==> config.mk <==
export PLATFORM = sky130hd
export DESIGN_NAME = hio_top
export DESIGN_NICKNAME = d
export VERILOG_FILES = /design/src/common/hio_pkg.sv /design/src/verilog/hio_cmd_frame.sv /design/src/verilog/hio_regs.sv /design/src/ps2/ps2_clk_div.sv /design/src/ps2/ps2_tx.sv /design/src/download/ioctl_download.sv /design/src/verilog/hio_top.sv
export SDC_FILE = /design/constraint.sdc
export NUM_CORES = 1
export LEC_CHECK = 0
export ABC_AREA = 0
export BUFFER_PORTS_ARGS = -buffer_cell sky130_fd_sc_hd__buf_2
export CORE_AREA = 2 2 211 213
export CTS_CLUSTER_DIAMETER = 40
export CTS_CLUSTER_SIZE = 14
export DETAILED_ROUTE_END_ITERATION = 10
export DIE_AREA = 0 0 213 215
export HOLD_SLACK_MARGIN = 0.02
export PLACE_DENSITY = 0.63
export SLEW_MARGIN = 20
export SYNTH_ARGS = -nofsm -noshare
export SYNTH_HDL_FRONTEND = slang
export SYNTH_SLANG_ARGS = --single-unit
==> constraint.sdc <==
create_clock -name clk_sys -period 2.8 [get_ports clk_sys]
set_input_delay 0.28 -clock clk_sys [delete_from_list [all_inputs] [get_ports clk_sys]]
set_output_delay 0.28 -clock clk_sys [all_outputs]
set_load 0.01 [all_outputs]
==> src/common/hio_pkg.sv <==
// shared host bridge definitions, imported by every block that decodes host words or opcodes
package hio_pkg;

	// host bus word
	localparam int HIO_W = 16;

	// payload index, saturates at all ones
	localparam int IDX_W = 10;

	// download address width
	localparam int IOCTL_AW = 25;

	// clk_sys cycles per ps2 half period
	localparam int PS2_DIV = 4;
	localparam int PS2_CNT_W = (PS2_DIV > 1) ? $clog2(PS2_DIV) : 1;

	// 8 entry byte fifo per ps2 channel
	localparam int PS2_FIFO_BITS = 3;

	// buttons and switches
	localparam logic [7:0] OP_CFG = 8'h01;

	// digital joysticks
	localparam logic [7:0] OP_JOY0 = 8'h02;
	localparam logic [7:0] OP_JOY1 = 8'h03;

	// ps2 byte streams
	localparam logic [7:0] OP_MOUSE = 8'h04;
	localparam logic [7:0] OP_KBD = 8'h05;

	// disk image handling
	localparam logic [7:0] OP_MOUNT = 8'h1C;
	localparam logic [7:0] OP_IMG_SIZE = 8'h1D;

	// 32 bit status, low half first
	localparam logic [7:0] OP_STATUS = 8'h1E;

	// keyboard led readback
	localparam logic [7:0] OP_KBD_LED = 8'h1F;

	// file download
	localparam logic [7:0] OP_FILE_TX = 8'h53;
	localparam logic [7:0] OP_FILE_DAT = 8'h54;
	localparam logic [7:0] OP_FILE_IDX = 8'h55;

	// first word of a frame is a command, later words are raw data
	typedef struct packed {
		logic [7:0] rsvd;
		logic [7:0] op;
	} hio_cmd_t;

	typedef union packed {
		hio_cmd_t cmd;
		logic [HIO_W-1:0] data;
	} hio_word_t;

endpackage

==> src/verilog/hio_cmd_frame.sv <==
// host frame parser, splits each io_enable frame into a command and indexed payload words
module hio_cmd_frame (
	input logic clk_sys,
	input logic rst_n,
	input logic io_enable,
	input logic io_strobe,
	input logic [hio_pkg::HIO_W-1:0] io_din,
	output logic pay_valid,
	output logic frame_start,
	output logic [hio_pkg::HIO_W-1:0] pay_data,
	output logic [hio_pkg::IDX_W-1:0] pay_idx,
	output logic [7:0] opcode
);
	import hio_pkg::*;

	hio_word_t word_in;
	logic [IDX_W-1:0] word_cnt;

	// same bus word, viewed as command or data
	assign word_in.data = io_din;

	// frame state and command latch
	always_ff @(posedge clk_sys) begin
		if (!rst_n || !io_enable) begin
			word_cnt <= '0;
			opcode <= '0;
			pay_valid <= 1'b0;
			frame_start <= 1'b0;
		end else begin
			pay_valid <= 1'b0;
			frame_start <= 1'b0;
			if (io_strobe) begin
				// saturate, long payloads keep the last index
				if (word_cnt != '1)
					word_cnt <= word_cnt + 1'b1;
				if (word_cnt == '0) begin
					opcode <= word_in.cmd.op;
					frame_start <= 1'b1;
				end else begin
					pay_valid <= 1'b1;
				end
			end
		end
	end

	// payload word and its index, qualified by pay_valid
	always_ff @(posedge clk_sys) begin
		if (io_strobe && word_cnt != '0) begin
			pay_data <= word_in.data;
			pay_idx <= word_cnt;
		end
	end

	// host may only strobe inside a frame
	a_strobe_in_frame: assert property (@(posedge clk_sys) disable iff (!rst_n)
		io_strobe |-> io_enable);

endmodule

==> src/verilog/hio_regs.sv <==
// core register block, decodes payload words into config, status, image and ps2 push requests
module hio_regs (
	input logic clk_sys,
	input logic rst_n,
	input logic pay_valid,
	input logic frame_start,
	input logic [hio_pkg::HIO_W-1:0] pay_data,
	input logic [hio_pkg::IDX_W-1:0] pay_idx,
	input logic [7:0] opcode,
	input logic [2:0] kbd_led_status,
	input logic [2:0] kbd_led_use,
	output logic [1:0] buttons,
	output logic forced_scandoubler,
	output logic img_mounted,
	output logic [15:0] joystick_0,
	output logic [15:0] joystick_1,
	output logic [31:0] status,
	output logic [63:0] img_size,
	output logic [15:0] io_dout,
	output logic kbd_push,
	output logic mouse_push,
	output logic [7:0] push_byte
);
	import hio_pkg::*;

	logic [15:0] led_word;

	// 0b01 then status/use pairs, bit 2 first
	assign led_word = {8'h00, 2'b01,
		kbd_led_status[2], kbd_led_use[2],
		kbd_led_status[1], kbd_led_use[1],
		kbd_led_status[0], kbd_led_use[0]};

	always_ff @(posedge clk_sys) begin
		if (!rst_n) begin
			buttons <= '0;
			forced_scandoubler <= 1'b0;
			joystick_0 <= '0;
			joystick_1 <= '0;
			status <= '0;
			img_size <= '0;
			img_mounted <= 1'b0;
			io_dout <= '0;
			kbd_push <= 1'b0;
			mouse_push <= 1'b0;
		end else begin
			// mount notify fires on the command word
			img_mounted <= frame_start && opcode == OP_MOUNT;
			kbd_push <= pay_valid && opcode == OP_KBD;
			mouse_push <= pay_valid && opcode == OP_MOUSE;
			// new frame drops any old read word
			if (frame_start)
				io_dout <= '0;
			if (pay_valid) begin
				// read word held until the next strobe
				io_dout <= (opcode == OP_KBD_LED) ? led_word : '0;
				case (opcode)
					OP_CFG: begin
						// cfg 3:2 and 7:5 belong to the frame wrapper
						buttons <= pay_data[1:0];
						forced_scandoubler <= pay_data[4];
					end
					OP_JOY0: joystick_0 <= pay_data;
					OP_JOY1: joystick_1 <= pay_data;
					OP_STATUS: begin
						if (pay_idx == IDX_W'(1))
							status[15:0] <= pay_data;
						else if (pay_idx == IDX_W'(2))
							status[31:16] <= pay_data;
					end
					OP_IMG_SIZE: begin
						// four words, least significant first
						case (pay_idx)
							IDX_W'(1): img_size[15:0] <= pay_data;
							IDX_W'(2): img_size[31:16] <= pay_data;
							IDX_W'(3): img_size[47:32] <= pay_data;
							IDX_W'(4): img_size[63:48] <= pay_data;
							default: ;
						endcase
					end
					default: ;
				endcase
			end
		end
	end

	// byte for whichever queue is pushed
	always_ff @(posedge clk_sys) begin
		if (pay_valid)
			push_byte <= pay_data[7:0];
	end

	// a payload word feeds one ps2 queue at most
	a_one_push: assert property (@(posedge clk_sys) disable iff (!rst_n)
		!(kbd_push && mouse_push));

endmodule

==> src/ps2/ps2_clk_div.sv <==
// shared ps2 clock source, gives both transmitters the bit clock and a tick on its rising edge
module ps2_clk_div (
	input logic clk_sys,
	input logic rst_n,
	output logic ps2_clk_int,
	output logic ps2_tick
);
	import hio_pkg::*;

	logic [PS2_CNT_W-1:0] div_cnt;

	always_ff @(posedge clk_sys) begin
		if (!rst_n) begin
			div_cnt <= '0;
			ps2_clk_int <= 1'b0;
			ps2_tick <= 1'b0;
		end else begin
			ps2_tick <= 1'b0;
			if (div_cnt == PS2_CNT_W'(PS2_DIV - 1)) begin
				div_cnt <= '0;
				ps2_clk_int <= ~ps2_clk_int;
				// tick lines up with the low to high toggle
				if (!ps2_clk_int)
					ps2_tick <= 1'b1;
			end else begin
				div_cnt <= div_cnt + 1'b1;
			end
		end
	end

endmodule

==> src/ps2/ps2_tx.sv <==
// one ps2 device channel, queues host bytes and sends them as 11 bit device-to-host frames
module ps2_tx (
	input logic clk_sys,
	input logic rst_n,
	input logic push,
	input logic [7:0] push_byte,
	input logic ps2_clk_int,
	input logic ps2_tick,
	output logic ps2_clk,
	output logic ps2_data
);
	import hio_pkg::*;

	logic [7:0] fifo_mem [1<<PS2_FIFO_BITS];

	// extra pointer bit tells full from empty
	logic [PS2_FIFO_BITS:0] wptr;
	logic [PS2_FIFO_BITS:0] rptr;
	logic fifo_empty;
	logic fifo_full;

	// 0 idle, 1 start, 2..9 data, 10 parity, 11 stop
	logic [3:0] tx_state;
	logic [7:0] tx_byte;
	logic parity;

	assign fifo_empty = (wptr == rptr);
	assign fifo_full = (wptr[PS2_FIFO_BITS] != rptr[PS2_FIFO_BITS]) &&
		(wptr[PS2_FIFO_BITS-1:0] == rptr[PS2_FIFO_BITS-1:0]);

	// clock only runs while a frame is on the line
	assign ps2_clk = ps2_clk_int | (tx_state == 4'd0);

	// write side, full drops the byte
	always_ff @(posedge clk_sys) begin
		if (!rst_n)
			wptr <= '0;
		else if (push && !fifo_full)
			wptr <= wptr + 1'b1;
	end

	always_ff @(posedge clk_sys) begin
		if (push && !fifo_full)
			fifo_mem[wptr[PS2_FIFO_BITS-1:0]] <= push_byte;
	end

	// serializer, data moves on the ps2 rising edge
	always_ff @(posedge clk_sys) begin
		if (!rst_n) begin
			rptr <= '0;
			tx_state <= 4'd0;
			parity <= 1'b1;
			ps2_data <= 1'b1;
		end else if (ps2_tick) begin
			if (tx_state == 4'd0) begin
				if (!fifo_empty) begin
					rptr <= rptr + 1'b1;
					// odd parity starts at one
					parity <= 1'b1;
					tx_state <= 4'd1;
					// start bit
					ps2_data <= 1'b0;
				end
			end else begin
				if (tx_state >= 4'd1 && tx_state < 4'd9) begin
					// lsb first
					ps2_data <= tx_byte[0];
					if (tx_byte[0])
						parity <= ~parity;
				end
				if (tx_state == 4'd9)
					ps2_data <= parity;
				// stop bit, also the idle level
				if (tx_state == 4'd10)
					ps2_data <= 1'b1;
				if (tx_state < 4'd11)
					tx_state <= tx_state + 1'b1;
				else
					tx_state <= 4'd0;
			end
		end
	end

	// shift register, loaded at start bit
	always_ff @(posedge clk_sys) begin
		if (ps2_tick) begin
			if (tx_state == 4'd0 && !fifo_empty)
				tx_byte <= fifo_mem[rptr[PS2_FIFO_BITS-1:0]];
			else if (tx_state >= 4'd1 && tx_state < 4'd9)
				tx_byte <= {1'b0, tx_byte[7:1]};
		end
	end

	a_state_range: assert property (@(posedge clk_sys) disable iff (!rst_n)
		tx_state <= 4'd11);

endmodule

==> src/download/ioctl_download.sv <==
// file download engine, turns host file commands into indexed byte writes on the ioctl port
module ioctl_download (
	input logic clk_sys,
	input logic rst_n,
	input logic pay_valid,
	input logic [hio_pkg::HIO_W-1:0] pay_data,
	input logic [7:0] opcode,
	output logic ioctl_download,
	output logic ioctl_wr,
	output logic [7:0] ioctl_index,
	output logic [hio_pkg::IOCTL_AW-1:0] ioctl_addr,
	output logic [7:0] ioctl_dout
);
	import hio_pkg::*;

	// running address of the next byte
	logic [IOCTL_AW-1:0] addr;

	always_ff @(posedge clk_sys) begin
		if (!rst_n) begin
			ioctl_download <= 1'b0;
			ioctl_wr <= 1'b0;
			ioctl_index <= '0;
			ioctl_addr <= '0;
			addr <= '0;
		end else begin
			ioctl_wr <= 1'b0;
			if (pay_valid) begin
				case (opcode)
					OP_FILE_IDX: ioctl_index <= pay_data[7:0];
					OP_FILE_TX: begin
						if (pay_data[7:0] != 8'h00) begin
							// new download from address 0
							addr <= '0;
							ioctl_download <= 1'b1;
						end else begin
							// end, addr shows the byte count
							ioctl_addr <= addr;
							ioctl_download <= 1'b0;
						end
					end
					OP_FILE_DAT: begin
						ioctl_addr <= addr;
						ioctl_wr <= 1'b1;
						// byte mode only, step one
						addr <= addr + 1'b1;
					end
					default: ;
				endcase
			end
		end
	end

	// write data, qualified by ioctl_wr
	always_ff @(posedge clk_sys) begin
		if (pay_valid && opcode == OP_FILE_DAT)
			ioctl_dout <= pay_data[7:0];
	end

	// host sends data only between the two file tx frames
	a_wr_in_download: assert property (@(posedge clk_sys) disable iff (!rst_n)
		ioctl_wr |-> ioctl_download);

endmodule

==> src/verilog/hio_top.sv <==
// host io bridge top, connects the frame parser to the registers, ps2 channels and downloader
module hio_top (
	input logic clk_sys,
	input logic rst_n,
	input logic io_enable,
	input logic io_strobe,
	input logic [hio_pkg::HIO_W-1:0] io_din,
	output logic [hio_pkg::HIO_W-1:0] io_dout,
	output logic io_wait,
	input logic ioctl_wait,
	output logic [15:0] joystick_0,
	output logic [15:0] joystick_1,
	output logic [1:0] buttons,
	output logic forced_scandoubler,
	output logic [31:0] status,
	output logic img_mounted,
	output logic [63:0] img_size,
	output logic ioctl_download,
	output logic [7:0] ioctl_index,
	output logic ioctl_wr,
	output logic [hio_pkg::IOCTL_AW-1:0] ioctl_addr,
	output logic [7:0] ioctl_dout,
	input logic [2:0] ps2_kbd_led_status,
	input logic [2:0] ps2_kbd_led_use,
	output logic ps2_kbd_clk,
	output logic ps2_kbd_data,
	output logic ps2_mouse_clk,
	output logic ps2_mouse_data
);
	import hio_pkg::*;

	logic pay_valid;
	logic frame_start;
	logic [HIO_W-1:0] pay_data;
	logic [IDX_W-1:0] pay_idx;
	logic [7:0] opcode;
	logic kbd_push;
	logic mouse_push;
	logic [7:0] push_byte;
	logic ps2_clk_int;
	logic ps2_tick;

	// core wait is the only back-pressure to the host
	assign io_wait = ioctl_wait;

	hio_cmd_frame u_frame (
		.clk_sys, .rst_n, .io_enable, .io_strobe, .io_din,
		.pay_valid, .frame_start, .pay_data, .pay_idx, .opcode
	);

	hio_regs u_regs (
		.clk_sys, .rst_n, .pay_valid, .frame_start, .pay_data, .pay_idx, .opcode,
		.kbd_led_status(ps2_kbd_led_status), .kbd_led_use(ps2_kbd_led_use),
		.buttons, .forced_scandoubler, .img_mounted, .joystick_0, .joystick_1,
		.status, .img_size, .io_dout, .kbd_push, .mouse_push, .push_byte
	);

	// one divider paces both channels
	ps2_clk_div u_ps2_div (.clk_sys, .rst_n, .ps2_clk_int, .ps2_tick);

	ps2_tx u_kbd (
		.clk_sys, .rst_n, .push(kbd_push), .push_byte, .ps2_clk_int, .ps2_tick,
		.ps2_clk(ps2_kbd_clk), .ps2_data(ps2_kbd_data)
	);

	ps2_tx u_mouse (
		.clk_sys, .rst_n, .push(mouse_push), .push_byte, .ps2_clk_int, .ps2_tick,
		.ps2_clk(ps2_mouse_clk), .ps2_data(ps2_mouse_data)
	);

	ioctl_download u_dl (
		.clk_sys, .rst_n, .pay_valid, .pay_data, .opcode,
		.ioctl_download, .ioctl_wr, .ioctl_index, .ioctl_addr, .ioctl_dout
	);

endmodule

==> metrics.csv, run 1 <==
metric;value;unit
status;complete, no violations;
port_buffers;211;
start_util;40.4;%
die_h;215;microns
path_buf_inv;0;
cts.sinks;445;
place_area;19400;sq um
top_level_ports;223;
finalHoldViolations;0;
clockRootBuffer;clkbuf_16;
grt_pass1_vias;11600;
r2r_cells;5;
nets;1747;
critPathTopFamily;compound AO/OA/AOI/OAI gates;
fill_cells;3818;
dp_slack;0.391;ns
layout_min_cycle_time;2.49;ns
grt_max_degree;115;
endpoint_kind;flop;
coreArea;43600;sq um
htreeDepth;2;
p_per_area;668;nW/um^2
ant_nets;0;
drt_pass1_iterations;5;
rows;77;
fmax;401;MHz
cp-start-kind;flop;
via_per_inst;5.04;
crit_type;reg2reg;
wirelength;42200;microns
dp_hpwl;28700;microns
fin_cells;2342;
yosysSeqAreaShare;61.1;%
async_flop_share;0;%
cp_slowest_stage_delay;0.74;ns
layout-drive-gt1-share;23.9;%
hold_end;u_regs.img_size[60];
path_cells;nand4b_1 > a21oi_1 > o21ai_1 > or4_1 > a21oi_1;
fin_ws;0.308;ns
hold_depth;3;
synth_area;17600;sq um
met3_length;1850;microns
finClkSkew;0.0176;ns
place.gp.congestion;0.818;
final_area;21600;sq um
worst_slew_pin_slew;0.936;ns
cp_max_fo;12;
wl_per_cell;18.0;microns
synthCells;1444;
syn_area_per_cell;12.2;sq um
hold_slack;0.0951;ns
dieWidth;213;microns
synth_ff_type;dfxtp_1;
slew_headroom;37.6;%
netlist-cell-type-count;65;
antenna_found_initial;1;
path_clk_slew;0.06;ns
crit_path_frequent_cell;a21oi_1;
r2r-start;u_frame.opcode[1];
fin_crit_sh;89.0;%
drv_cap;0;
max-vdd-ir-drop;507;uV
cp_data_required_time;3.33;ns
num_antenna_cells;0;
grtUsageTotal;18.5;%
overflow;0;
area_growth;22.8;%
grt_pass1_wl;66100;microns
rsz0062_at_grt;no;
wl_met2;20300;microns
dieArea;45800;sq um
drc;0;
cts_tree;yes;
top_layer;met4;
drt_iter0_drc;690;
final.setup.tns;0;ns
ff2ff_setup_slack;0.31;ns
setup_violations;0;
min_path_type;in2reg;
clk_path_buf_depth;3;
cts_made_buffers;57;
crit_slowest_cell;a21oi_1;
ys_warn_count;0;
synth-edff-count;186;
m1WireLength;18500;microns
drv_slew;0;
dpl.cell_count;2211;
worstHoldStart;rst_n;
crit_arrival;3.02;ns
clk-insertion-delay-late;0.60;ns
ctsResizeCount;0;
regToRegEndpoint;u_dl.addr[11];
ys_ff_latch;445;
p_leak;7.99;nW
num_vias;11800;
synth_stat cells (all sizes together), types with 3 or more instances:
cell     count  area share (%)
dfxtp      259              29
nand2      189             4.0
edfxtp     186              32
mux2i      168             9.5
nor2        75             1.7
o21ai       69             2.0
nor2b       64             2.3
clkbuf      57             1.2
nand3       46             1.3
mux4        32             4.1
buf         31             1.1
xor2        22             1.1
ha          18             1.3
a21oi       17            0.48
and2        17            0.60
inv         17            0.36
nor3        17            0.48
xnor2       17            0.84
nand4       16            0.69
nor4        11            0.65
or3         10            0.35
and3         9            0.33
nand2b       9            0.32
o2111ai      9            0.45
a21boi       8            0.34
a22oi        7            0.30
or4          6            0.26
nand3b       5            0.21
nor3b        5            0.21
o211ai       5            0.24
o31ai        5            0.21
a31oi        4            0.14
and4         4            0.20
or2          4            0.14
a41oi        3            0.15
nand4b       3            0.18
cells in the final DEF, fill, tap and decap left out, types with 5 or more instances in the layout:
cell type	count
mux2i_1	168
a21boi_0	8
nand2b_1	9
nand2_1	189
xnor2_1	17
a21oi_1	17
dfxtp_1	259
mux4_2	32
nor2b_1	64
inv_6	9
clkinv_8	5
nor2_2	7
nor3_1	17
inv_8	6
o2111ai_1	9
nand3_1	46
nand4_1	14
clkinvlp_4	10
bufinv_16	5
nor2_1	67
ha_1	18
clkbuf_16	58
o31ai_1	5
nand3b_1	5
a22oi_1	7
xor2_1	22
or4_1	6
inv_1	16
nor4_1	8
and3_1	8
dlygate4sd3_1	24
o21ai_0	68
and2_1	17
or3_1	10
conb_1	9
buf_4	42
buf_2	210
edfxtp_1	186
logic make-up (layout without fill, tap and decap cells):
group,Yosys count,in the layout,share of synthesized area [%]
compound gates,140,140,5.00
xor+xnor,39,39,1.94
flops,445,445,61.1
simple gates,496,496,14.3
buf+inv,105,403,2.69
fa+ha+maj,18,18,1.28
mux,200,200,13.6
other cells,1,9,0.0213
per-layer routing:
layer	vias up	global-route usage, %
met4	0	8.44
met5	-	0
met3	73	3.19
met2	268	30.1
li1	5696	-
met1	5771	24.2
stage by stage:
step / utilization, % / power, mW
finish: 49.6 / 14.5
global route: 49.6 / 14.9
CTS: 49.6 / 14.6
detailed placement: 44.5 / 7.11
global placement: 44.5 / 7.11
floorplan: - / 7.04
worst max path at each step:
stage,depth (start not counted),from,slack [ns],to
after floorplan,5,u_kbd.wptr[0],0.45,u_kbd.fifo_mem[0][0]
after global placement,5,u_frame.opcode[1],0.48,u_dl.addr[11]
after detailed placement,5,u_frame.opcode[1],0.39,u_dl.addr[11]
after CTS,5,u_frame.opcode[1],0.37,u_dl.addr[11]
after global routing,5,u_frame.opcode[1],0.11,u_dl.addr[11]
final,5,u_frame.opcode[1],0.31,u_dl.addr[11]
cell type report:
type                    instances  area, sq um  share of cell area, %
clock inverters                44          509                   2.35
inverters                      17         63.8                  0.295
flip-flops and latches        445        10800                   49.8
well taps                     592          741                   3.42
multi-input cells             902         6420                   29.7
clock buffers                  63         1480                   6.84
repair buffers                279         1660                   7.66
power breakdown:
| group | switching [mW] | total [mW] | internal [mW] |
|---|---|---|---|
| clock network | 3.05 | 7.46 | 4.41 |
| logic | 0.151 | 0.240 | 0.0888 |
| registers | 0.0223 | 6.76 | 6.74 |
| total | 3.22 | 14.5 | 11.2 |
state kept, by name, indices dropped and copies added (netlist names), 25 cells and up, named ones only:
| signal | cells |
|---|---|
| u_kbd.fifo_mem | 64 |
| u_mouse.fifo_mem | 64 |
| u_regs.img_size | 64 |
| u_regs.status | 32 |
| u_dl.addr | 25 |
| u_dl.ioctl_addr | 25 |
worst register-to-register path: cells and delay by family (launching register included):
kind	cells	cell delay (ns)
AO/OA/AOI/OAI	3	1.18
flip-flops	1	0.54
AND/OR/NAND/NOR	2	0.69
what timing repair did:
item,CTS,global route
hold buffers,24,0
hold endpoints to repair,32,0
setup buffers,0,0
Power figures use the tool's default switching activity.
==> run 2, diff against run 1 <==
--- a/config.mk
+++ b/config.mk
@@ -13,7 +13,7 @@
 export DETAILED_ROUTE_END_ITERATION = 10
 export DIE_AREA = 0 0 213 215
 export HOLD_SLACK_MARGIN = 0.02
-export PLACE_DENSITY = 0.63
+export PLACE_DENSITY = 0.66
 export SLEW_MARGIN = 20
 export SYNTH_ARGS = -nofsm -noshare
 export SYNTH_HDL_FRONTEND = slang
==> constraint.sdc (replaced) <==
create_clock -name clk_sys -period 2.1 [get_ports clk_sys]
set_input_delay 0.21 -clock clk_sys [delete_from_list [all_inputs] [get_ports clk_sys]]
set_output_delay 0.21 -clock clk_sys [all_outputs]
set_load 0.01 [all_outputs]
==> run 2 against run 1 <==
Maximum frequency is 22% higher; critical path depth up 1; hold slack better by 0.25 ns; non-clock buffer count grew 58; sequential power increased by 33%; wire length up 2.2%; final cell count up 2.3%; via count is 3.0% higher; global-route usage rose by 0.23 points; flip-flop and latch count did not move.
==> metrics.csv, run 2 (same netlist as run 1, synthesis figures left out) <==
metric;value;unit;change
status;complete, no violations;;unchanged
top_level_ports;223;;unchanged
final_cell_mix;256 x dfxtp_1, 210 x buf_2, 189 x nand2_1, 186 x edfxtp_1, 168 x mux2i_1;;was 259 x dfxtp_1, 210 x buf_2, 189 x nand2_1, 186 x edfxtp_1, 168 x mux2i_1
port_buffers;211;;unchanged
htreeDepth;2;;unchanged
die_h;215;microns;unchanged
critPathTopFamily;simple AND/OR/NAND/NOR gates;;was compound AO/OA/AOI/OAI gates
place.gp.congestion;0.802;;was 0.818
num_antenna_cells;0;;unchanged
drc;0;;unchanged
fin_crit_sh;97.1;%;was 89.0%
cp_data_required_time;2.61;ns;was 3.33 ns
fin_util;50.9;%;was 49.6%
cp-start-kind;flop;;unchanged
ant_nets;0;;unchanged
wirelength;43100;microns;was 42200 microns
clk_path_buf_depth;3;;unchanged
hold_slack;0.344;ns;was 0.0951 ns
layout-drive-gt1-share;26.7;%;was 23.9%
fmax;490;MHz;was 401 MHz
coreArea;43600;sq um;unchanged
slew_headroom;55.2;%;was 37.6%
path_cells;or4b_4 > nor2_4 > buf_4 > o211ai_1 > or3_1 > a21oi_1;;was nand4b_1 > a21oi_1 > o21ai_1 > or4_1 > a21oi_1
wl_per_cell;18.0;microns;about the same
final_area;22200;sq um;was 21600 sq um
grt_pass1_wl;67300;microns;was 66100 microns
overflow;0;;unchanged
cts_made_buffers;54;;was 57
nets;1802;;was 1747
drt_pass1_iterations;8;;was 5
crit_arrival;2.55;ns;was 3.02 ns
dp_hpwl;29100;microns;was 28700 microns
area_growth;26.1;%;was 22.8%
worst_slew_pin_slew;0.670;ns;was 0.936 ns
rsz0062_at_grt;yes;;was no
min_path_type;in2reg;;unchanged
clk-insertion-delay-late;0.60;ns;about the same
grt_max_degree;52;;was 115
path_buf_inv;1;;was 0
dieArea;45800;sq um;unchanged
num_vias;12200;;was 11800
finClkSkew;0.0171;ns;was 0.0176 ns
crit_slowest_cell;or4b_4;;was a21oi_1
cts_tree;yes;;unchanged
max-vdd-ir-drop;548;uV;was 507 uV
startpoint;u_frame.opcode[3];;was u_frame.opcode[1]
crit_type;reg2reg;;unchanged
setup_violations;0;;unchanged
p_per_area;838;nW/um^2;was 668 nW/um^2
finalHoldViolations;0;;unchanged
cp_max_fo;8;;was 12
drv_cap;0;;unchanged
antenna_found_initial;1;;unchanged
via_per_inst;5.08;;was 5.04
cp_slowest_stage_delay;0.58;ns;was 0.74 ns
rows;77;;unchanged
layout_min_cycle_time;2.04;ns;was 2.49 ns
p_leak;8.30;nW;was 7.99 nW
path_clk_slew;0.06;ns;about the same
dieWidth;213;microns;unchanged
worstHoldStart;io_din[8];;was rst_n
grt_pass1_vias;12000;;was 11600
grtUsageTotal;18.8;%;was 18.5%
drv_slew;0;;unchanged
r2r-start;u_frame.opcode[3];;was u_frame.opcode[1]
drt_iter0_drc;760;;was 690
start_util;40.4;%;unchanged
place_area;20000;sq um;was 19400 sq um
clockRootBuffer;clkbuf_16;;unchanged
layout_commonest_cell;dfxtp_1;;unchanged
endpoint_kind;flop;;unchanged
cts.sinks;445;;unchanged
[run 2: worst paths after layout]
| check | end | slack, ns | cells after the start |
|---|---|---|---|
| setup / recovery | u_dl.addr[5] | 0.06 | 6 |
| setup reg to reg | u_dl.addr[5] | 0.06 | 6 |
| hold / removal | u_frame.pay_data[8] | 0.34 | 2 |
| hold reg to reg | u_ps2_div.div_cnt[0] | 0.43 | 1 |
[run 2: cell type report]
class,count,area [sq um]
timing repair buffer,337,2310
tap,592,741
sequential,445,10800
fill,3778,21400
clock inverter,37,372
inverter,17,63.8
clock buffer,65,1450
multi-input combinational,902,6500
[run 2: where the power goes]
part | leakage [nW] | switching [mW] | internal (mW)
registers | 3.77 | 0.0263 | 8.98
clock network | 0.880 | 3.81 | 5.43
logic | 3.65 | 0.210 | 0.144
total | 8.30 | 4.05 | 14.6
[run 2: worst reg2reg max path, cell delays in order, from the launching register on]
cell	delay (ns)
dfxtp_1	0.30
or4b_4	0.58
nor2_4	0.24
buf_4	0.18
o211ai_1	0.16
or3_1	0.36
a21oi_1	0.15
[run 2: what timing repair did]
action | 4_1_cts | 5_1_grt
endpoints found under the hold margin | 35 | 0
buffers inserted | 3 | 6
endpoints found under the setup margin | 2 | 51
hold buffers | 25 | 0
pin swaps | 0 | 2
cloned | 0 | 2
gates resized for setup | 7 | 10
[run 2: metrics by stage]
step | setup TNS [ns] | total power [mW] | setup slack, ns | cells
final | 0 | 18.6 | 0.0608 | 2395
after global routing | -0.751 | 19.2 | -0.0543 | 2395
after CTS | 0 | 18.8 | 0.0101 | 2387
after detailed placement | 0 | 9.51 | 0.0124 | 2257
after global placement | 0 | 9.50 | 0.0767 | 2257
after floorplan | -2.48 | 9.38 | -0.0590 | 1452
[run 2: layer usage]
layer	wire length, microns	global-route usage (%)
met2	20600	30.7
met3	2080	3.17
met1	18900	24.8
met4	1500	7.18
met5	0	0
